## src/dcache_pkg.sv

```systemverilog
// Data cache package with cache geometry, field types and the controller state encoding.

package dcache_pkg;

    // ------------------------------------------------------------
    // Geometry.
    // ------------------------------------------------------------
    localparam int WAYS            = 4;
    localparam int SETS            = 16;
    localparam int WORDS_PER_BLOCK = 4;
    localparam int ADDR_W          = 32;
    localparam int DATA_W          = 32;

    // Address split is tag, index, then byte offset.
    localparam int OFFSET_W        = 4;
    localparam int INDEX_W         = 4;
    localparam int TAG_W           = ADDR_W - INDEX_W - OFFSET_W;

    // ------------------------------------------------------------
    // Field types.
    // ------------------------------------------------------------
    typedef logic [ADDR_W-1:0]                 addr_t;
    typedef logic [DATA_W-1:0]                 word_t;
    typedef logic [TAG_W-1:0]                  tag_t;
    typedef logic [INDEX_W-1:0]                index_t;
    typedef logic [$clog2(WAYS)-1:0]           way_t;
    typedef logic [WORDS_PER_BLOCK*DATA_W-1:0] block_t;

    // Controller states.
    typedef enum logic [2:0] {
        IDLE        = 3'd0,
        COMPARE_TAG = 3'd1,
        WRITE_BACK  = 3'd2,
        ALLOCATE    = 3'd3,
        RESPOND     = 3'd4
    } cache_state_t;

endpackage

```

## src/dcache_mem_port.sv

```systemverilog
// Memory burst engine moving one cache block as four four-phase word exchanges.

`timescale 1ns/1ps

module dcache_mem_port (
    input  logic               clk,
    input  logic               arst,
    input  logic               i_start_read,
    input  logic               i_start_write,
    input  dcache_pkg::addr_t  i_base_addr,
    input  dcache_pkg::block_t i_wblock,
    input  logic               i_mem_ack,
    input  dcache_pkg::word_t  i_mem_rdata,
    output logic               o_r_last,
    output logic               o_b_resp,
    output dcache_pkg::block_t o_fill_block,
    output logic               o_mem_req,
    output logic               o_mem_we,
    output dcache_pkg::addr_t  o_mem_addr,
    output dcache_pkg::word_t  o_mem_wdata
);

    typedef enum logic [1:0] {
        MP_IDLE,
        MP_REQ,
        MP_ACK_LOW
    } mp_state_t;

    mp_state_t                                               state_q;
    logic [$clog2(dcache_pkg::WORDS_PER_BLOCK)-1:0]          beat_q;
    logic [dcache_pkg::ADDR_W-dcache_pkg::OFFSET_W-1:0]      blk_q;
    dcache_pkg::block_t                                      wblock_q;

    // Word address within the block, ascending.
    assign o_mem_addr  = {blk_q, beat_q, {(dcache_pkg::OFFSET_W-$bits(beat_q)){1'b0}}};
    assign o_mem_wdata = wblock_q[beat_q*dcache_pkg::DATA_W +: dcache_pkg::DATA_W];

    always_ff @(posedge clk, posedge arst) begin
        if (arst) begin
            state_q   <= MP_IDLE;
            beat_q    <= '0;
            o_mem_req <= 1'b0;
            o_mem_we  <= 1'b0;
            o_r_last  <= 1'b0;
            o_b_resp  <= 1'b0;
        end else begin
            o_r_last <= 1'b0;
            o_b_resp <= 1'b0;
            case (state_q)
                MP_IDLE: begin
                    if (i_start_read || i_start_write) begin
                        beat_q    <= '0;
                        o_mem_we  <= i_start_write;
                        o_mem_req <= 1'b1;
                        state_q   <= MP_REQ;
                    end
                end
                MP_REQ: begin
                    if (i_mem_ack) begin
                        o_mem_req <= 1'b0;
                        state_q   <= MP_ACK_LOW;
                    end
                end
                MP_ACK_LOW: begin
                    // Next word only once memory has released ack.
                    if (!i_mem_ack) begin
                        if (beat_q == '1) begin
                            o_r_last <= !o_mem_we;
                            o_b_resp <= o_mem_we;
                            state_q  <= MP_IDLE;
                        end else begin
                            beat_q    <= beat_q + 1'b1;
                            o_mem_req <= 1'b1;
                            state_q   <= MP_REQ;
                        end
                    end
                end
                default: state_q <= MP_IDLE;
            endcase
        end
    end

    // Burst payload.
    always_ff @(posedge clk) begin
        if (state_q == MP_IDLE && (i_start_read || i_start_write)) begin
            blk_q    <= i_base_addr[dcache_pkg::ADDR_W-1:dcache_pkg::OFFSET_W];
            wblock_q <= i_wblock;
        end
        if (state_q == MP_REQ && i_mem_ack && !o_mem_we) begin
            o_fill_block <= {i_mem_rdata, o_fill_block[$bits(o_fill_block)-1:dcache_pkg::DATA_W]};
        end
    end

endmodule

```

## config.mk

```make
export PLATFORM = sky130hd
export DESIGN_NAME = dcache_mem_port
export DESIGN_NICKNAME = d
export VERILOG_FILES = /design/src/dcache_pkg.sv /design/src/dcache_mem_port.sv
export SDC_FILE = /design/constraint.sdc
export NUM_CORES = 1
export LEC_CHECK = 0
export BUFFER_PORTS_ARGS = -buffer_cell sky130_fd_sc_hd__buf_2
export CAP_MARGIN = 20
export CORE_UTILIZATION = 40
export DETAILED_ROUTE_END_ITERATION = 10
export PLACE_DENSITY = 0.66
export SLEW_MARGIN = 20
export SYNTH_ARGS = -nofsm -noshare
export SYNTH_HDL_FRONTEND = slang
export SYNTH_SLANG_ARGS = --single-unit
```

## constraint.sdc

```tcl
create_clock -name clk -period 7.6 [get_ports clk]
set_input_delay 1.52 -clock clk [delete_from_list [all_inputs] [get_ports clk]]
set_output_delay 1.52 -clock clk [all_outputs]
set_load 0.03 [all_outputs]
```

==> results.md <==
* Outcome: complete, no violations
* Synth area leader: edfxtp_1
* Initial antenna violation count at 5
* GR Overflow Total at 0
* Main synth FF type: edfxtp_1
* Antenna viol nets, final at 0
* Slew @ Worst Pin at roughly 1.0 ns
* Core box area at 23700 um^2
* H-tree Lvls at 1
* Net Switching at 0.00158 W
* Clock Skew at roughly 0.025 ns
* Worst slack, placed at approximately 4.1 ns
* Vias at between 5000 and 6000
* Post-synth ARST share at 2.74%
* Die width at ~160 um
* Largest net degree at the start of global routing at between 80 and 90
* Max Cap Violations at 0
* Internal power at about 0.0035 W
* # nets final at 970
* Min-Delay Startpoint: o_fill_block[40]
* Crit start category: register
* PortBufs at ~390
* Maximum vdd ir drop at between 0.2 and 0.3 mV
* Drt drc at 0
* Layout cell share with drive strength beyond 1 at 59.4%
* Drt first pass iters at 4
* Initial core utilization at between 40 and 50%
* Seq/Total Area, Yosys at between 80% and 90%
* Avg WL per Cell at 18.4 um
* RR Endpoint: wblock_q[9]
* Worst hold-check path type: reg -> reg
* Fin Setup TNS at 0 ns
* Global Route Usage Sum at 15.3%
* Die area at ~25000 um^2
* Final setup viols at 0
* Clock power frac at 28.8%
* RSZ-0062 raised after global routing: false
* WHS Endpoint: o_fill_block[8]
* Clock Tree Buf Depth at 3
* Number of synthesized flops with an enable pin at 284
* Tmin final at 3.99 ns
* TritonCTS clock tree: built
* Post-CTS setup buffers at 0
* Critical Path RT at roughly 6.1 ns
* Slowest-stage cell, CP: mux4_1
* Area growth from synthesis to layout at 33.8%
* Synthesized flop and latch total at approximately 300
* First-pass GRT wire length at 28300 um
* CP Data Arrival Time at approximately 2.5 ns
* PwrDens at roughly 390 nW/um^2
* Final Max Tran Viols at 0
* Met1 wire length at between 7000 and 8000 um
* Initial DRC count at 204
* Global placer's final weighted congestion at between 0.7 and 0.8
* Post-synth top area share at between 80 and 90%
* Cell row count at 56
* Crit-path cells: buf_4, mux4_1, buf_2
* DP Wirelength at 14500 um
* CP Capture Type: primary output
* Final Routed Wirelength at roughly 20000 um
* Post-Syn Instances at 358
* Syn_area_per_cell at ~27 um^2
* CP Class: reg -> out
* Final Hold Fails at 0
* Worst R2R Path Depth at 3
* Design Power at slightly above 0.005 W
* Pleak at 5.04 nW
* Slack of the worst reg-to-reg path at 5.20 ns
* Met3 WL post-DR at around 2500 um
* Sink Count at 292
* Clock Tree Root: clkbuf_16
* Via/cell ratio at ~4.6
* Worst hold path depth at 0
* Seq pwr share at 46.7%
* Gate power share at roughly 25%
* IO Pins at roughly 390
* Distinct cells, synth at 27
* Critical R2R Launch: state_q[0]
* Crit share post-route at between 50% and 60%
* Fmax at between 200 and 300 MHz
* Crit Path Max Fanout at 25
* WL met2 at between 9000 and 10000 um
* Fill cell count at about 1900
* CTS buffer count at 30
* Slew headroom at about a third
* Setup WS post-layout at approximately 3.6 ns
* Switching share of power at 31.0%
* Yosys warning count at 0
* Max incr delay on CP at 0.64 ns
* Post-Syn Area at a little under 10000 um^2
* Clock Latency Late Sink at 0.54 ns
* Die H at between 150 and 200 um
* Hold-fix buffers, CTS at 0
* Vias in the first global route at between 5000 and 6000
* Reg clk slew, reported paths at 0.06 ns
* Top post-synthesis cells by area: edfxtp_1 88%, mux4_2 6.7%, dfrtp_1 2.1%
* Top Layer Used: met5
* Post-CTS Resized at 0
## critical path: cells and delay by family, from the launching register on
family | cells | cell delay [ns]
multiplexers | 1 | 0.64
flip-flops | 1 | 0.58
buffers and inverters | 2 | 0.71
## power by group through the flow
stage               logic (W)  clock network [W]  registers (W)
floorplan            0.000655                  0        0.00270
global placement      0.00126                  0        0.00240
detailed placement    0.00127                  0        0.00241
CTS                   0.00127            0.00151        0.00238
global route          0.00133            0.00156        0.00241
finish                0.00125            0.00147        0.00237
## final cells by class
cell class	count	area, um^2	share of cell area [%]
clock inverters	18	225	1.73
repair buffers	391	1970	15.1
diodes	3	7.51	0.0577
flip-flops and latches	292	8730	67.1
well taps	319	399	3.07
inverters	1	3.75	0.0288
multi-input cells	56	906	6.96
clock buffers	37	777	5.97
## cell usage after synthesis (2+ instances only)
cell,count
edfxtp_1,284
buf_4,2
mux4_2,29
dfrtp_1,8
buf_2,3
buf_12,3
a22o_1,2
mux4_1,3
nor2_1,3
nand2_1,4
## logic make-up (layout without fill, tap and decap cells)
kind of cell / Yosys count / count (layout) / share of synthesized area, %
mux: 33 / 33 / 7.64
other cells: 1 / 5 / 0.0385
simple gates: 15 / 15 / 1.00
buf+inv: 11 / 447 / 1.12
compound gates: 5 / 5 / 0.360
fa+ha+maj: 1 / 1 / 0.129
flops: 292 / 292 / 89.7
## layout by cell type, fill, tap and decap left out, types with 3 or more instances in the layout
cell       netlist  routed
nand2_1          4       4
clkinv_1         0       3
clkinv_2         0       8
buf_2            3     386
clkbuf_16        0      30
dfrtp_1          8       6
clkbuf_1         1       7
bufinv_16        0       5
mux4_2          29      29
edfxtp_1       284     284
buf_4            2       5
mux4_1           3       3
diode_2          0       3
## routing by layer
metal | up-vias | track usage, %
met4 | 6 | 3.66
met3 | 36 | 7.20
met2 | 268 | 26.6
met5 | - | 0
li1 | 2334 | -
met1 | 2472 | 17.0
## worst max-delay path by stage
stage | depth (start not counted) | endpoint | start
2_1_floorplan | 2 | o_fill_block[0] | i_mem_ack
3_3_place_gp | 4 | o_fill_block[28] | i_mem_ack
3_5_place_dp | 4 | o_fill_block[126] | i_mem_ack
4_1_cts | 3 | o_mem_wdata[6] | beat_q[0]
5_1_grt | 3 | o_mem_wdata[1] | beat_q[0]
6_report | 3 | o_mem_wdata[1] | beat_q[0]
## registers in the layout, indices dropped and copies added (netlist names)
name	cells
o_fill_block	128
wblock_q	128
blk_q	28
beat_q	2
state_q	2
o_b_resp	1
o_mem_req	1
o_mem_we	1
o_r_last	1
## metrics by stage
stage	hold WS [ns]	util [%]	cell area, um^2	std cells
finish	0.444	55.0	13000	1117
global route	0.454	55.0	13000	1116
floorplan	0.567	-	9730	359
global placement	0.425	50.7	12000	1059
CTS	0.441	54.9	13000	1114
detailed placement	0.429	50.7	12000	1059
Power figures use the tool's default switching activity.
