### src/dcache_pkg.sv
// Data cache package with cache geometry, field types and the controller state encoding.

package dcache_pkg;

    // ------------------------------------------------------------
    // Geometry.
    // ------------------------------------------------------------
    localparam int WAYS            = 4;
    localparam int SETS            = 16;
    localparam int WORDS_PER_BLOCK = 4;
    localparam int ADDR_W          = 32;
    localparam int DATA_W          = 32;

    // Address split is tag, index, then byte offset.
    localparam int OFFSET_W        = 4;
    localparam int INDEX_W         = 4;
    localparam int TAG_W           = ADDR_W - INDEX_W - OFFSET_W;

    // ------------------------------------------------------------
    // Field types.
    // ------------------------------------------------------------
    typedef logic [ADDR_W-1:0]                 addr_t;
    typedef logic [DATA_W-1:0]                 word_t;
    typedef logic [TAG_W-1:0]                  tag_t;
    typedef logic [INDEX_W-1:0]                index_t;
    typedef logic [$clog2(WAYS)-1:0]           way_t;
    typedef logic [WORDS_PER_BLOCK*DATA_W-1:0] block_t;

    // Controller states.
    typedef enum logic [2:0] {
        IDLE        = 3'd0,
        COMPARE_TAG = 3'd1,
        WRITE_BACK  = 3'd2,
        ALLOCATE    = 3'd3,
        RESPOND     = 3'd4
    } cache_state_t;

endpackage

### src/dcache_tag_array.sv
// Data cache tag store with valid, dirty and tree pseudo-LRU state, hit and victim selection.

`timescale 1ns/1ps

module dcache_tag_array (
    input  logic                clk,
    input  logic                arst,
    input  logic                i_lookup,
    input  dcache_pkg::index_t  i_index,
    input  dcache_pkg::tag_t    i_tag,
    input  logic                i_lru_update,
    input  logic                i_valid_update,
    input  logic                i_set_dirty,
    input  logic                i_clear_dirty,
    output logic                o_hit,
    output dcache_pkg::way_t    o_hit_way,
    output dcache_pkg::way_t    o_victim_way,
    output logic                o_victim_dirty,
    output dcache_pkg::tag_t    o_victim_tag
);

    dcache_pkg::tag_t               tags_q  [dcache_pkg::SETS][dcache_pkg::WAYS];
    logic [dcache_pkg::WAYS-1:0]    valid_q [dcache_pkg::SETS];
    logic [dcache_pkg::WAYS-1:0]    dirty_q [dcache_pkg::SETS];
    logic [dcache_pkg::WAYS-2:0]    lru_q   [dcache_pkg::SETS];

    logic [dcache_pkg::WAYS-1:0]    match;
    logic                           found_invalid;
    logic [dcache_pkg::WAYS-2:0]    lru_cur;
    logic [dcache_pkg::WAYS-2:0]    lru_next;
    dcache_pkg::way_t               hit_way;
    dcache_pkg::way_t               victim_way;

    // ------------------------------------------------------------
    // Compare all ways and pick a victim.
    // ------------------------------------------------------------
    always_comb begin
        hit_way       = '0;
        victim_way    = '0;
        found_invalid = 1'b0;
        lru_cur       = lru_q[i_index];
        for (int w = 0; w < dcache_pkg::WAYS; w++) begin
            match[w] = valid_q[i_index][w] && (tags_q[i_index][w] == i_tag);
            if (match[w]) begin
                hit_way = dcache_pkg::way_t'(w);
            end
        end
        // Lowest invalid way first, else follow the tree.
        for (int w = 0; w < dcache_pkg::WAYS; w++) begin
            if (!valid_q[i_index][w] && !found_invalid) begin
                victim_way    = dcache_pkg::way_t'(w);
                found_invalid = 1'b1;
            end
        end
        if (!found_invalid) begin
            victim_way = lru_cur[0] ? {1'b1, lru_cur[2]} : {1'b0, lru_cur[1]};
        end
    end

    // Point the tree away from the way just used.
    always_comb begin
        lru_next    = lru_cur;
        lru_next[0] = ~hit_way[1];
        if (hit_way[1]) begin
            lru_next[2] = ~hit_way[0];
        end else begin
            lru_next[1] = ~hit_way[0];
        end
    end

    assign o_hit          = i_lookup && |match;
    assign o_hit_way      = hit_way;
    assign o_victim_way   = victim_way;
    assign o_victim_dirty = valid_q[i_index][victim_way] && dirty_q[i_index][victim_way];
    assign o_victim_tag   = tags_q[i_index][victim_way];

    // ------------------------------------------------------------
    // State update.
    // ------------------------------------------------------------
    always_ff @(posedge clk, posedge arst) begin
        if (arst) begin
            for (int s = 0; s < dcache_pkg::SETS; s++) begin
                valid_q[s] <= '0;
                dirty_q[s] <= '0;
                lru_q[s]   <= '0;
            end
        end else begin
            if (i_valid_update) begin
                valid_q[i_index][victim_way] <= 1'b1;
            end
            if (i_clear_dirty) begin
                dirty_q[i_index][victim_way] <= 1'b0;
            end
            if (i_set_dirty) begin
                dirty_q[i_index][hit_way] <= 1'b1;
            end
            if (i_lru_update) begin
                lru_q[i_index] <= lru_next;
            end
        end
    end

    always_ff @(posedge clk) begin
        if (i_valid_update) begin
            tags_q[i_index][victim_way] <= i_tag;
        end
    end

endmodule

### config.mk
export PLATFORM = sky130hd
export DESIGN_NAME = dcache_tag_array
export DESIGN_NICKNAME = d
export VERILOG_FILES = /design/src/dcache_pkg.sv /design/src/dcache_tag_array.sv
export SDC_FILE = /design/constraint.sdc
export NUM_CORES = 2
export LEC_CHECK = 0
export CORE_UTILIZATION = 52
export DETAILED_ROUTE_END_ITERATION = 8
export DONT_BUFFER_PORTS = 1
export GPL_ROUTABILITY_DRIVEN = 0
export PLACE_DENSITY_LB_ADDON = 0.2
export SLEW_MARGIN = 20
export SYNTH_ARGS = -nofsm -noshare
export SYNTH_HDL_FRONTEND = slang
export SYNTH_SLANG_ARGS = --single-unit
### constraint.sdc
create_clock -name clk -period 9.95 [get_ports clk]
set_clock_uncertainty 0.05 [all_clocks]
set_input_delay 1.4925 -clock clk [delete_from_list [all_inputs] [get_ports clk]]
set_output_delay 1.4925 -clock clk [all_outputs]
set_load 0.05 [all_outputs]
==> results by group <==
Outcome
  – Run status: finished, violations left
  – Failing checks: max-slew violations

Worst setup path
  – WP data arrival: ~6600 ps
  – Critical Path Fanout Max: ~270
  – Cell Chain, Critical Path: inv_6, buf_4, mux2i_1, or3_1, nand4_1, nor4_1, nand4_1, and4bb_2, nor2b_1, a31oi_1, buf_4
  – Crit path launch type: input pin
  – Data required, critical path: about 8400 ps
  – Critical Path Max Stage Delay: 1100 ps
  – CP Capture Type: output port
  – Worst path slowest cell: mux2i_1
  – CP bufs+invs: 3
  – Crit-path leading delay family: buffers and inverters
  – Worst Setup Path Type: in2out

Drt
  – Drt total wl: around 200000 um
  – DRC: 0
  – Via density: 6.69
  – Routed vias: around 39000
  – Initial DRC count: between 5000 and 6000
  – Post-DRT Antenna Nets: 0
  – Avg WL per Cell: 35.1 um
  – Pre-Repair DR Iteration Count: 6

CTS
  – PostCTS Resize Cnt: 0
  – Clock Path Buffers: 3
  – CTS tree: built
  – Clk slew on worst S/H paths: 60 ps
  – Post-CTS Setup Bufs: 0
  – H-tree levels: 4
  – Root buffer cell: clkbuf_16
  – Hold buffers post-CTS: 0
  – Worst skew pair latency: between 800 and 900 ps
  – Cts bufs inserted: 171
  – CTS sink cnt: between 1500 and 2000

Timing
  – Number of setup violations in the final report: 0
  – Slew Viols, Final: 53
  – Worst-Margin Slew: around 1600 ps
  – Rel. slew slack: -4.19%
  – Max frequency: 123 MHz
  – Fin Setup TNS: 0 ps
  – Final hold slack: about 400 ps
  – Fin crit share: approximately four fifths
  – Final hold violation count: 0
  – Fin crit period: 8150 ps
  – RSZ-0062 raised after global routing: no

Layout
  – Layout Utilization: 58.1%
  – Ratio of cells with drive above 1 in the final layout: 23.2%
  – Nets@finish: between 3000 and 4000
  – Area grow syn2layout: 10.5%
  – Non-Filler Instances: ~5800
  – Fill cells: approximately 10000

Synthesis
  – Ys async rst share: between 10% and 20%
  – Yosys Warn Count: 0
  – Top-area cell type share of the netlist area: between 60% and 70%
  – Cells after synthesis: between 3000 and 4000
  – EDFF count, synth: ~1500
  – Synthesis-stage register bit count: ~1700
  – Top_reg_cell synth: edfxtp_1
  – Syn_nets: around 3900
  – Synth area leaders: edfxtp_1, mux4_2, dfrtp_1
  – Mean Syn Cell Area: about 19 um^2
  – Cell variety after synth: 84
  – Count leader, synth: edfxtp_1
  – Leading area contributor after synthesis: edfxtp_1
  – Sequential element share of the synthesized area: 70.8%
  – Commonest cells in the netlist: edfxtp_1, mux4_2, mux2i_1, nand2_1, dfrtp_1
  – Post-Syn Area: around 71000 um^2

Die
  – Io pins: between 60 and 70
  – Die area: between 100000 and 150000 um^2
  – Initial Util: roughly 53%
  – Core region area: approximately 140000 um^2
  – Rows: 135
  – Die extent in x: around 370 um
  – Die Y: ~370 um

GRT
  – Maximum number of pins on one net before global-route repair: 460
  – Initial antenna violation count: 6
  – Vias in the first global route: 37228
  – First-pass GRT wire length: 285000 um
  – Overflow after GRT: 0
  – GR Util All Layers: approximately 30%

Pwr
  – Power Total: between 0.015 and 0.02 W
  – Leak: 26.0 nW
  – Worst IR Drop VDD: around 0.17 mV
  – Power density over the cells: 211 nW/um^2

Worst hold path
  – Hold WC Path Type: reg2reg

Placement
  – Post-DP HPWL: 114000 um
  – Number of port buffers: 0
  – Placed cell count: roughly 5400

Flow run
  – Maxcap violations: 0
==> report_power, final <==
| part | switching [W] | internal, W | total, W |
|---|---|---|---|
| sequential | 0.0000946 | 0.00810 | 0.00819 |
| combinational | 0.00143 | 0.000697 | 0.00213 |
| clock | 0.00274 | 0.00359 | 0.00633 |
| total | 0.00426 | 0.0124 | 0.0167 |
==> cell usage in the layout (no fill, tap or decap), drive strengths merged, types with 20 or more instances in the layout <==
cell and instances:
mux2i 246, dfrtp 176, nand3 59, nand4b 20, o22ai 20, mux2 46
mux4 430, edfxtp 1536, inv 35, clkbuf 225, xnor2 85, nand2 185
o21ai 174, or2 74, buf 80, a21oi 46, a22oi 53, clkinv 76
nor2 132
==> stage by stage <==
stage                     instance area, um^2  setup slack (ps)
after detailed placement                73300              2620
after CTS                               78800              2620
after global placement                  73300              2650
after floorplan                         71400              2330
final                                   78800              1800
after global routing                    78800              2230
==> sequential cells by signal, summed over array words and instances, names as in the netlist <==
signal	count
valid_q	64
lru_q	48
dirty_q	64
tags_q	1536
==> per-layer routing <==
metal / track usage, % / part of all wire, % / vias to the layer above
met1: 41.0 / 39 / 20227
met3: 8.28 / 11 / 528
met4: 13.2 / 5.0 / 4
li1: - / - / 15565
met5: 0 / 0.014 / -
met2: 44.1 / 45 / 2257
==> area by class of cell <==
class	instances	area (um^2)	share of cell area, %
flip-flops and latches	1712	50500	64.1
multi-input cells	1839	19800	25.1
repair buffers	80	644	0.817
clock inverters	94	847	1.07
well taps	1781	2230	2.83
clock buffers	225	4650	5.89
diodes	1	2.50	0.00317
inverters	34	143	0.181
==> cell families after synthesis <==
logic type                count (synthesis)  share of synthesized area [%]
AOI/OAI and AO/OA                       441                           4.03
xor gates and xnor gates                 94                           1.15
buffers and inverters                   282                           2.08
DFF                                    1712                           70.8
muxes                                   722                           17.9
and+or+nand+nor                         582                           4.06
==> final timing paths <==
| check | from | to | slack (ps) | depth (start not counted) |
|---|---|---|---|---|
| hold reg to reg | valid_q[56]$_DFFE_PP0P_ | valid_q[56]$_DFFE_PP0P_ | 410 | 1 |
| min in group asynchronous | arst | valid_q[61]$_DFFE_PP0P_ | 680 | 1 |
| setup reg to reg | lru_q[0]$_DFFE_PP0P_ | tags_q[13][6]$_DFFE_PP_ | 4870 | 7 |
| max in group asynchronous | arst | valid_q[36]$_DFFE_PP0P_ | 7890 | 2 |
| setup / recovery | i_index[1] | o_hit | 1800 | 11 |
| hold / removal | valid_q[56]$_DFFE_PP0P_ | valid_q[56]$_DFFE_PP0P_ | 410 | 1 |
No activity file was read; power rests on OpenSTA's default activity.
