### config.mk
export PLATFORM = sky130hd
export DESIGN_NAME = dcache_fsm
export DESIGN_NICKNAME = d
export VERILOG_FILES = /design/src/dcache_pkg.sv /design/src/dcache_fsm.sv
export SDC_FILE = /design/constraint.sdc
export NUM_CORES = 1
export LEC_CHECK = 0
export CAP_MARGIN = 20
export CORE_AREA = 2 2 39 41
export DETAILED_ROUTE_END_ITERATION = 10
export DIE_AREA = 0 0 41 43
export DONT_BUFFER_PORTS = 1
export PLACE_DENSITY = 0.4
export SETUP_SLACK_MARGIN = 0.2
export SLEW_MARGIN = 10
export SYNTH_ARGS = -nofsm -noshare
export SYNTH_HDL_FRONTEND = slang
export SYNTH_SLANG_ARGS = --single-unit
### constraint.sdc
create_clock -name clk -period 2.3 [get_ports clk]
set_clock_uncertainty 0.05 [all_clocks]
set_input_delay 0.345 -clock clk [delete_from_list [all_inputs] [get_ports clk]]
set_output_delay 0.345 -clock clk [all_outputs]
set_load 0.03 [all_outputs]
### src/dcache_pkg.sv
// Data cache package with cache geometry, field types and the controller state encoding.

package dcache_pkg;

    // ------------------------------------------------------------
    // Geometry.
    // ------------------------------------------------------------
    localparam int WAYS            = 4;
    localparam int SETS            = 16;
    localparam int WORDS_PER_BLOCK = 4;
    localparam int ADDR_W          = 32;
    localparam int DATA_W          = 32;

    // Address split is tag, index, then byte offset.
    localparam int OFFSET_W        = 4;
    localparam int INDEX_W         = 4;
    localparam int TAG_W           = ADDR_W - INDEX_W - OFFSET_W;

    // ------------------------------------------------------------
    // Field types.
    // ------------------------------------------------------------
    typedef logic [ADDR_W-1:0]                 addr_t;
    typedef logic [DATA_W-1:0]                 word_t;
    typedef logic [TAG_W-1:0]                  tag_t;
    typedef logic [INDEX_W-1:0]                index_t;
    typedef logic [$clog2(WAYS)-1:0]           way_t;
    typedef logic [WORDS_PER_BLOCK*DATA_W-1:0] block_t;

    // Controller states.
    typedef enum logic [2:0] {
        IDLE        = 3'd0,
        COMPARE_TAG = 3'd1,
        WRITE_BACK  = 3'd2,
        ALLOCATE    = 3'd3,
        RESPOND     = 3'd4
    } cache_state_t;

endpackage

### src/dcache_fsm.sv
// Data cache controller FSM sequencing lookup, write-back, allocate and the processor ack.

`timescale 1ns/1ps

module dcache_fsm (
    input  logic clk,
    input  logic arst,

    // Processor request and array status.
    input  logic i_req,
    input  logic i_we,
    input  logic i_hit,
    input  logic i_dirty,
    input  logic i_r_last,
    input  logic i_b_resp,

    // Ack and update strobes.
    output logic o_ack,
    output logic o_lookup,
    output logic o_lru_update,
    output logic o_valid_update,
    output logic o_block_fill_en,
    output logic o_word_write_en,
    output logic o_start_read,
    output logic o_start_write,
    output logic o_addr_control
);

    dcache_pkg::cache_state_t state_q;
    dcache_pkg::cache_state_t state_d;

    always_ff @(posedge clk, posedge arst) begin
        if (arst) begin
            state_q <= dcache_pkg::IDLE;
        end else begin
            state_q <= state_d;
        end
    end

    // Ack rises one cycle into RESPOND and falls with the request.
    always_ff @(posedge clk, posedge arst) begin
        if (arst) begin
            o_ack <= 1'b0;
        end else begin
            o_ack <= (state_q == dcache_pkg::RESPOND) && i_req;
        end
    end

    // ------------------------------------------------------------
    // Next state.
    // ------------------------------------------------------------
    always_comb begin
        state_d = state_q;
        case (state_q)
            dcache_pkg::IDLE: begin
                if (i_req && !o_ack) begin
                    state_d = dcache_pkg::COMPARE_TAG;
                end
            end
            dcache_pkg::COMPARE_TAG: begin
                if (i_hit) begin
                    state_d = dcache_pkg::RESPOND;
                end else if (i_dirty) begin
                    state_d = dcache_pkg::WRITE_BACK;
                end else begin
                    state_d = dcache_pkg::ALLOCATE;
                end
            end
            dcache_pkg::WRITE_BACK: begin
                if (i_b_resp) begin
                    state_d = dcache_pkg::ALLOCATE;
                end
            end
            dcache_pkg::ALLOCATE: begin
                if (i_r_last) begin
                    state_d = dcache_pkg::COMPARE_TAG;
                end
            end
            dcache_pkg::RESPOND: begin
                if (!i_req) begin
                    state_d = dcache_pkg::IDLE;
                end
            end
            default: state_d = dcache_pkg::IDLE;
        endcase
    end

    // ------------------------------------------------------------
    // Strobes.
    // ------------------------------------------------------------
    always_comb begin
        o_lookup        = 1'b0;
        o_lru_update    = 1'b0;
        o_valid_update  = 1'b0;
        o_block_fill_en = 1'b0;
        o_word_write_en = 1'b0;
        o_start_read    = 1'b0;
        o_start_write   = 1'b0;
        o_addr_control  = 1'b0;
        case (state_q)
            dcache_pkg::COMPARE_TAG: begin
                o_lookup = 1'b1;
                if (i_hit) begin
                    o_lru_update    = 1'b1;
                    o_word_write_en = i_we;
                end else if (i_dirty) begin
                    // Victim goes out first.
                    o_addr_control = 1'b1;
                    o_start_write  = 1'b1;
                end else begin
                    o_start_read = 1'b1;
                end
            end
            dcache_pkg::WRITE_BACK: begin
                o_start_read = i_b_resp;
            end
            dcache_pkg::ALLOCATE: begin
                o_block_fill_en = i_r_last;
                o_valid_update  = i_r_last;
            end
            default: begin
                o_lookup = 1'b0;
            end
        endcase
    end

endmodule

==> impl_metrics.tcl, run 1 <==
set metrics [dict create \
    grt_pass1_vias 203 \
    holdCritStartpoint "i_hit" \
    tightest_slew_ps 540 \
    port_buffers 0 \
    grt_max_degree 8 \
    leakage_nw 0.141 \
    antenna_cells 0 \
    die_y_um 43 \
    syn_nets 35 \
    syn_inst 27 \
    final_net_count 42 \
    start_util_pct 17.7 \
    fmax_ghz 0.503 \
    crit_start "state_q[1]" \
    grt_pass1_wl_um 848 \
    crit_required_ps 1900 \
    crit_path_end_kind "output port" \
    hold_violations 0 \
    num_rows 14 \
    wire_per_inst_um 11.0 \
    synth_seq_cells 4 \
    r2r-start "o_ack" \
    hpwl_um 427 \
    hold_class "input pin to flop" \
    core_sq_um 1380 \
    cts_buffers 3 \
    globalplace.congestion 0.678 \
    cellPowerDensity_nw_per_um2 1400 \
    cts_tree "built" \
    htreeDepth 1 \
    holdBufCountCts 1 \
    crit_fanout 7 \
    register_area_sq_um 100 \
    clockBufferDepth 2 \
    ys_types 15 \
    status "finished clean" \
    ys_warn_count 0 \
    antenna_found_initial 0 \
    fin_crit_sh_pct 86.5 \
    synth.avg_cell_area_sq_um 9.08 \
    cts_resized 0 \
    area_growth_pct 29.1 \
    slew_headroom_pct 63.9 \
    drive_above_1_share_pct 37.5 \
    routed_via_density 4.50 \
    synth-edff-count 0 \
    async_reset_ff_share_pct 100 \
    tns_ps 0 \
    maxSlewViolCount 0 \
    vias 216 \
    die_x_um 41 \
    utilization_pct 22.9 \
    drv_cap 0 \
    clkTransAtPathRegs_ps 40 \
    clk_latency_ps 230 \
    finalWirelength_um 527 \
    worstSetupStartpointType "flop" \
    first_pass_iters 2 \
    drcViolationCount 0 \
    arrival_ps 1590 \
    multi_input_area_sq_um 138 \
    track_usage_pct 7.46 \
    dieArea_sq_um 1760 \
    io-pin-count 17 \
    finalSetupViolations 0 \
    gr-total-overflow 0 \
    cts_setup_buffers 0 \
    rsz0062_at_grt "false" \
    drtIter0Drc 1 \
    peakVddDrop_mv 0.572 \
    ys.flop_type "dfrtp_1" \
    cts-root-buf "clkbuf_4" \
    ant_nets 0 \
    post-route-min-period_ps 1990 \
    synthesis.area_sq_um 245 \
    clock_sink_count 4 \
    n_fill_cell 157 \
    seq_area_frac_synth_pct 40.8 \
    crit_type "flop to output port" \
]
## flip-flops by register name, indices dropped and copies added (netlist names)
signal	count
o_ack	1
state_q	3
## metal layers
layer  global-route usage [%]  part of all wire (%)  vias to the layer above  routed length (um)
li1                         -                     -                      106                   -
met1                     8.47                    39                      101                 206
met2                     9.38                    47                        9                 247
met3                     4.71                    14                        0                  73
met4                     6.00                     0                        0                   0
met5                        0                     0                        -                   0
## final cells by class
type	count	area share [%]
inverter	1	1.19
sequential	4	31.6
multi-input combinational	20	43.5
timing repair buffer	4	10.3
clock buffer	3	7.11
tap	16	6.32
## metrics by stage
step | worst slack (ps) | cells | hold WS (ps) | power [W] | instance area [sq um]
finish | 310 | 48 | 192 | 0.000443 | 317
CTS | 286 | 48 | 178 | 0.000453 | 317
global route | 214 | 48 | 171 | 0.000479 | 317
floorplan | 307 | 27 | 61.1 | 0.000316 | 251
detailed placement | 546 | 44 | 80.2 | 0.000361 | 284
global placement | 556 | 44 | 79.5 | 0.000358 | 284
## cell usage in the layout, fill, tap and decap left out
cell / n
nor4b_2: 1
nor3b_1: 2
o32a_1: 1
dfrtp_1: 4
nand2_1: 3
a2bb2oi_1: 1
nor3_1: 2
nor3b_2: 1
dlygate4sd3_1: 1
inv_1: 1
nand2b_2: 1
nor2_1: 4
and3_2: 1
a211oi_1: 1
a21o_2: 1
buf_4: 3
and2_2: 1
clkbuf_4: 3
## final timing paths
check | end | slack (ps) | depth (start not counted)
max | o_start_read | 310 | 3
min | state_q[2] | 190 | 1
max reg2reg | state_q[0] | 1160 | 3
min reg2reg | o_ack | 500 | 1
max in group asynchronous | state_q[0] | 1660 | 2
min in group asynchronous | state_q[1] | 390 | 2
## critical path: stages (launching register included)
cell,delay (ps)
dfrtp_1,420
nand2b_2,230
o32a_1,290
nor2_1,420
## cells in the mapped netlist (2+ instances only)
master / number / area [sq um]
nand2_1: 3 / 11.3
nor3b_1: 3 / 22.5
nor2_1: 4 / 15.0
nor3_1: 2 / 10.0
dfrtp_1: 4 / 100
buf_4: 2 / 15.0
## kinds of logic after synthesis
logic type      Yosys count  synth area share (%)
buf+inv                   3                  7.65
flops                     4                  40.8
compound gates            4                  14.3
simple gates             16                  37.2
## power by group
part	switching [W]	leakage, nW	internal [W]	total (W)
Sequential	0.0000502	0.0519	0.0000971	0.000147
Clock	0.0000263	0.0138	0.0000582	0.0000846
Combinational	0.000131	0.0755	0.0000796	0.000211
Total	0.000208	0.141	0.000235	0.000443
No activity file was read; power rests on OpenSTA's default activity.
==> inputs of run 2 (changes only) <==
Settings changed: ABC_AREA set to 1, PLACE_DENSITY 0.4 to 0.46, REMOVE_ABC_BUFFERS set to 1.
==> run 2 against run 1 <==
  * Maximum frequency up 9.4%
  * Global-route usage up 1.5 points
  * Critical path type unchanged
  * Count of clock-buffer cells in the layout did not move
  * Critical path depth up 3
  * Largest cell class unchanged
  * Largest power group unchanged
  * Area after synthesis is 28% higher
  * Sequential share of layout area decreased by 6.1 points
  * Worst setup slack improved by 170 ps
  * First-iteration DRC count increased to 13 times the previous value
  * Combinational power up 28%
  * Worst hold slack worse by 10 ps
  * Cell count is 54% higher
==> impl_metrics.tcl, run 2 <==
set metrics [dict create \
    wire_per_inst_um 8.68 \
    dpl-instance-area_sq_um 360 \
    antenna_found_initial 0 \
    cts-root-buf "clkbuf_4" \
    ys.flop_type "dfrtp_1" \
    synth-compound-area-share_pct 4.80 \
    clk_latency_ps 240 \
    hpwl_um 539 \
    largest-register "state_q" \
    cts_resized 0 \
    ant_nets 0 \
    maxSlewViolCount 0 \
    vias 315 \
    crit_fanout 6 \
    tightest_slew_ps 293 \
    holdBufCountCts 1 \
    gr-total-overflow 0 \
    fin_crit_sh_pct 79.1 \
    status "finished clean" \
    cts_tree "built" \
    crit_type "flop to output port" \
    reg_top3 "state_q: 3 flops, o_ack: 1 flops" \
    clkTransAtPathRegs_ps 30 \
    ys_types 13 \
    port_buffers 0 \
    post-route-min-period_ps 1820 \
    cellPowerDensity_nw_per_um2 1290 \
    grt_pass1_wl_um 966 \
    htreeDepth 1 \
    muxShareOfSynthArea_pct 0 \
    largest_register_ffs 3 \
    fmax_ghz 0.550 \
    arrival_ps 1420 \
    die_y_um 43 \
    crit_start "state_q[0]" \
    syn_inst 51 \
    synthSimpleGateAreaFrac_pct 42.8 \
    cts_setup_buffers 0 \
    final_net_count 68 \
    drive_above_1_share_pct 22.4 \
    r2r-start "state_q[1]" \
    cts_buffers 3 \
    final_cell_mix "inv_1 (12), nand2_1 (12), nand3_1 (5), nor2_1 (5), buf_4 (5)" \
    drtIter0Drc 13 \
    synth_area_leaders "dfrtp_1 (32%), inv_1 (14%), nand2_1 (14%), nand3_1 (8.0%), nor2_1 (6.0%)" \
    core_sq_um 1380 \
    synth.avg_cell_area_sq_um 6.13 \
    crit_path_end_kind "output port" \
    num_rows 14 \
    grt_max_degree 8 \
    hold_class "input pin to flop" \
    routed_via_density 4.26 \
    finalWirelength_um 642 \
    synthesis.area_sq_um 313 \
    synth_xor_area_share_pct 0 \
    synth_top_cell_by_area "dfrtp_1" \
    io-pin-count 17 \
    n_fill_cell 166 \
    tns_ps 0 \
    postLayoutCellArea_sq_um 393 \
    antenna_cells 0 \
    register_area_sq_um 100 \
    worstSetupStartpointType "flop" \
    synth-edff-count 0 \
    drv_cap 0 \
    hold_violations 0 \
    die_x_um 41 \
    synth_top_area_share_pct 32.0 \
    synth_top_family_by_area "simple AND/OR/NAND/NOR gates" \
    dieArea_sq_um 1760 \
    start_util_pct 22.6 \
    grt_pass1_vias 264 \
    peakVddDrop_mv 0.274 \
    multi_input_area_sq_um 154 \
    clockBufferDepth 2 \
    track_usage_pct 8.93 \
    slew_headroom_pct 80.4 \
    globalplace.congestion 0.665 \
    seq_area_frac_synth_pct 32.0 \
    finalSetupViolations 0 \
    rsz0062_at_grt "false" \
    synth_seq_cells 4 \
    synthTopCellsByCount "inv_1 (12), nand2_1 (12), nand3_1 (5), nor2_1 (5), dfrtp_1 (4)" \
    holdCritStartpoint "i_req" \
    async_reset_ff_share_pct 100 \
    area_growth_pct 25.6 \
    clock_sink_count 4 \
    synth_fa_ha_area_share_pct 0 \
    leakage_nw 0.235 \
    drcViolationCount 0 \
    ys_warn_count 0 \
    first_pass_iters 4 \
    crit_required_ps 1900 \
]
[run 2: cell count changes in the layout (fill, tap and decap cells not counted), sizes merged, moves of 2 or more]
cell | before | now
inv | 1 | 13
nand2 | 3 | 13
nand3 | 0 | 5
nor3b | 3 | 0
o21ai | 0 | 3
buf | 3 | 5
nand4 | 0 | 2
nor2 | 4 | 6
[run 2: worst paths after layout]
| check | end | slack [ps] | depth (start not counted) |
|---|---|---|---|
| max | o_word_write_en | 480 | 6 |
| min | o_ack | 180 | 2 |
| max reg2reg | state_q[1] | 1120 | 6 |
| min reg2reg | o_ack | 500 | 1 |
| max in group asynchronous | state_q[1] | 1660 | 2 |
| min in group asynchronous | state_q[2] | 390 | 2 |
[run 2: cell families (layout without fill, tap and decap cells)]
| group | count (synthesis) | count (layout) |
|---|---|---|
| AOI/OAI and AO/OA | 3 | 3 |
| and+or+nand+nor | 29 | 29 |
| DFF | 4 | 4 |
| buffers and inverters | 15 | 22 |
[run 2: cell type report]
type                            instances  share of cell area, %
Timing Repair Buffer                    6                   12.1
Inverter                               13                   12.4
Sequential cell                         4                   25.5
Multi-Input combinational cell         32                   39.2
Tap cell                               16                   5.10
Clock buffer                            3                   5.73
[run 2: report_power, final]
part / leakage [nW] / switching (W) / internal (W) / total (W)
combinational: 0.169 / 0.000181 / 0.0000909 / 0.000271
sequential: 0.0521 / 0.0000541 / 0.0000973 / 0.000151
clock: 0.0138 / 0.0000276 / 0.0000583 / 0.0000858
total: 0.235 / 0.000262 / 0.000246 / 0.000509
[run 2: stage by stage]
stage               util, %  cells  hold WS (ps)  setup slack (ps)  total power [W]
floorplan                 -     49          61.1               150         0.000353
global placement       26.0     70          81.7               738         0.000426
detailed placement     26.0     70          82.3               704         0.000425
CTS                    28.4     74           180               456         0.000514
global route           28.4     74           185               357         0.000559
finish                 28.4     74           182               481         0.000509
[run 2: per-layer routing]
| metal | GRT usage, % | routed length, um | part of all wire, % | vias up |
|---|---|---|---|---|
| li1 | - | - | - | 168 |
| met1 | 8.97 | 254 | 40 | 134 |
| met2 | 11.6 | 319 | 50 | 11 |
| met3 | 9.42 | 61 | 9.5 | 2 |
| met4 | 4.00 | 6 | 0.93 | 0 |
| met5 | 0 | 0 | 0 | - |
[run 2: critical path, cell delays in order, from the launching register on]
cell and delay (ps):
dfrtp_1 430, inv_1 120, nor3_2 110, buf_4 180
nand2_1 100, nor2_1 90, buf_4 160
==> inputs of run 3 (changes only) <==
Clock period 2.3 ns to 1.7 ns, I/O delays scaled along.
==> run 3 against run 2 <==
  * Register-to-register slack got worse by 760 ps
  * Global-route usage increased by 1.4 points
  * Flip-flop and latch count unchanged
  * Wire length rose by 21%
  * Worst setup slack worse by 320 ps
  * Cell count increased by 12%
  * Cell area increased by 23%
  * Sequential power grew 24%
==> impl_metrics.tcl, run 3 (synthesized netlist as in run 2, its figures left out) <==
set metrics [dict create \
    die_y_um 43 \
    ant_nets 0 \
    critPathSlowestCell "dfrtp_2" \
    routed_via_density 4.41 \
    path_buf_inv 1 \
    crit_required_ps 1390 \
    fmax_ghz 0.648 \
    die_x_um 41 \
    area_growth_pct 54.4 \
    cts_buffers 3 \
    grt_pass1_wl_um 1150 \
    finalWirelength_um 780 \
    drv_cap 0 \
    crit_start "state_q[1]" \
    post-route-min-period_ps 1540 \
    slew_headroom_pct 80.3 \
    peakVddDrop_mv 0.482 \
    cp_top_family "flip-flops" \
    start_util_pct 22.6 \
    dieArea_sq_um 1760 \
    crit_end "o_word_write_en" \
    tightest_slew_ps 296 \
    drtIter0Drc 8 \
    clock_sink_count 4 \
    htreeDepth 1 \
    finalSetupViolations 0 \
    grt_pass1_vias 287 \
    hpwl_um 556 \
    track_usage_pct 10.3 \
    gr-usage-met1_pct 10.2 \
    hold_violations 0 \
    path_cells "nor3_2, nand2_1, nor2_1, buf_4" \
    vias 366 \
    drive_above_1_share_pct 38.8 \
    status "finished clean" \
    clk_latency_ps 230 \
    fin_crit_sh_pct 90.8 \
    cts-root-buf "clkbuf_4" \
    dp_cells 70 \
    r2r-start "state_q[0]" \
    use_met2_pct 15.6 \
    total_power_w 0.000867 \
    drcViolationCount 0 \
    num_rows 14 \
    cts_tree "built" \
    clkTransAtPathRegs_ps 40 \
    first_pass_iters 4 \
    hold_class "input pin to flop" \
    crit_type "flop to output port" \
    io-pin-count 17 \
    port_buffers 0 \
    layoutNonFillerInstCount 83 \
    globalplace.congestion 0.667 \
    antenna_found_initial 0 \
    busiest_layer "met2" \
    final_cell_mix "nand2_1 (12), inv_1 (11), buf_4 (11), nand3_1 (5), nor2_1 (4)" \
    leakage_nw 0.276 \
    largest-register "state_q" \
    slowest_delay_ps 430 \
    use_met3_pct 7.85 \
    maxSlewViolCount 0 \
    arrival_ps 1240 \
    cellPowerDensity_nw_per_um2 1800 \
    final_net_count 77 \
    worstSetupStartpointType "flop" \
    gr-total-overflow 0 \
    largest_register_ffs 3 \
    clockBufferDepth 2 \
    ff2ff_path_depth 8 \
    crit_fanout 4 \
    layout_commonest_cell "nand2_1" \
    antenna_cells 0 \
    crit_path_end_kind "output port" \
    worstReg2RegEnd "state_q[1]" \
    grt_max_degree 7 \
    rrSetupSlack_ps 360 \
    rsz0062_at_grt "true" \
    wire_per_inst_um 9.40 \
    core_sq_um 1380 \
    reg_top3 "state_q: 3 flops, o_ack: 1 flops" \
    worst-path-stages 4 \
]
run 3: cell types whose count changed in the layout (fill, tap and decap cells not counted), sizes merged:
cell / before / now
buf: 5 / 14
run 3: timing repair:
action,in CTS,in global routing
setup buffers,7,2
setup endpoints to repair,5,8
hold buffers,1,0
resized for setup,4,5
hold endpoints to repair,4,0
pin swaps,2,2
run 3: report_power, final:
group          switching, W  total (W)  leakage [nW]  internal [W]
registers         0.0000516   0.000187        0.0493      0.000136
logic              0.000317   0.000565         0.213      0.000248
clock network     0.0000361   0.000115        0.0138     0.0000788
total              0.000404   0.000867         0.276      0.000463
run 3: metal layers:
layer | vias up | routed length (um) | share of wire [%]
li1 | 186 | - | -
met1 | 168 | 303 | 39
met2 | 12 | 406 | 52
met3 | 0 | 70 | 9.0
met4 | 0 | 0 | 0
met5 | - | 0 | 0
run 3: stage by stage:
step	setup TNS [ps]	setup slack (ps)	cell area [sq um]	hold WS [ps]	utilization, %
floorplan	-927	-360	298	-28.9	-
global placement	0	331	360	-7.73	26.0
detailed placement	0	316	360	-7.01	26.0
CTS	0	154	452	87.7	32.6
global route	0	77.3	483	80.7	34.9
finish	0	157	483	96.8	34.9
run 3: worst register-to-register path: cells and delay by family (launching register included):
family / cells / cell delay (ps)
buffers and inverters: 3 / 340
AND/OR/NAND/NOR: 5 / 450
flip-flops: 1 / 370
run 3: worst min path at each step:
stage               start    endpoint  slack, ps  cells past startpoint
floorplan            arst       o_ack        -30                      1
detailed placement   arst  state_q[0]         -7                      1
CTS                 i_req       o_ack         90                      2
global placement     arst  state_q[0]         -8                      1
global route        i_req       o_ack         80                      2
finish              i_req       o_ack        100                      2
run 3: final cells by class:
class                   count  area, sq um
clock buffers               3         22.5
inverters                  13         48.8
fillers                   157          901
repair buffers             15          126
flip-flops and latches      4          103
multi-input cells          32          163
well taps                  16         20.0
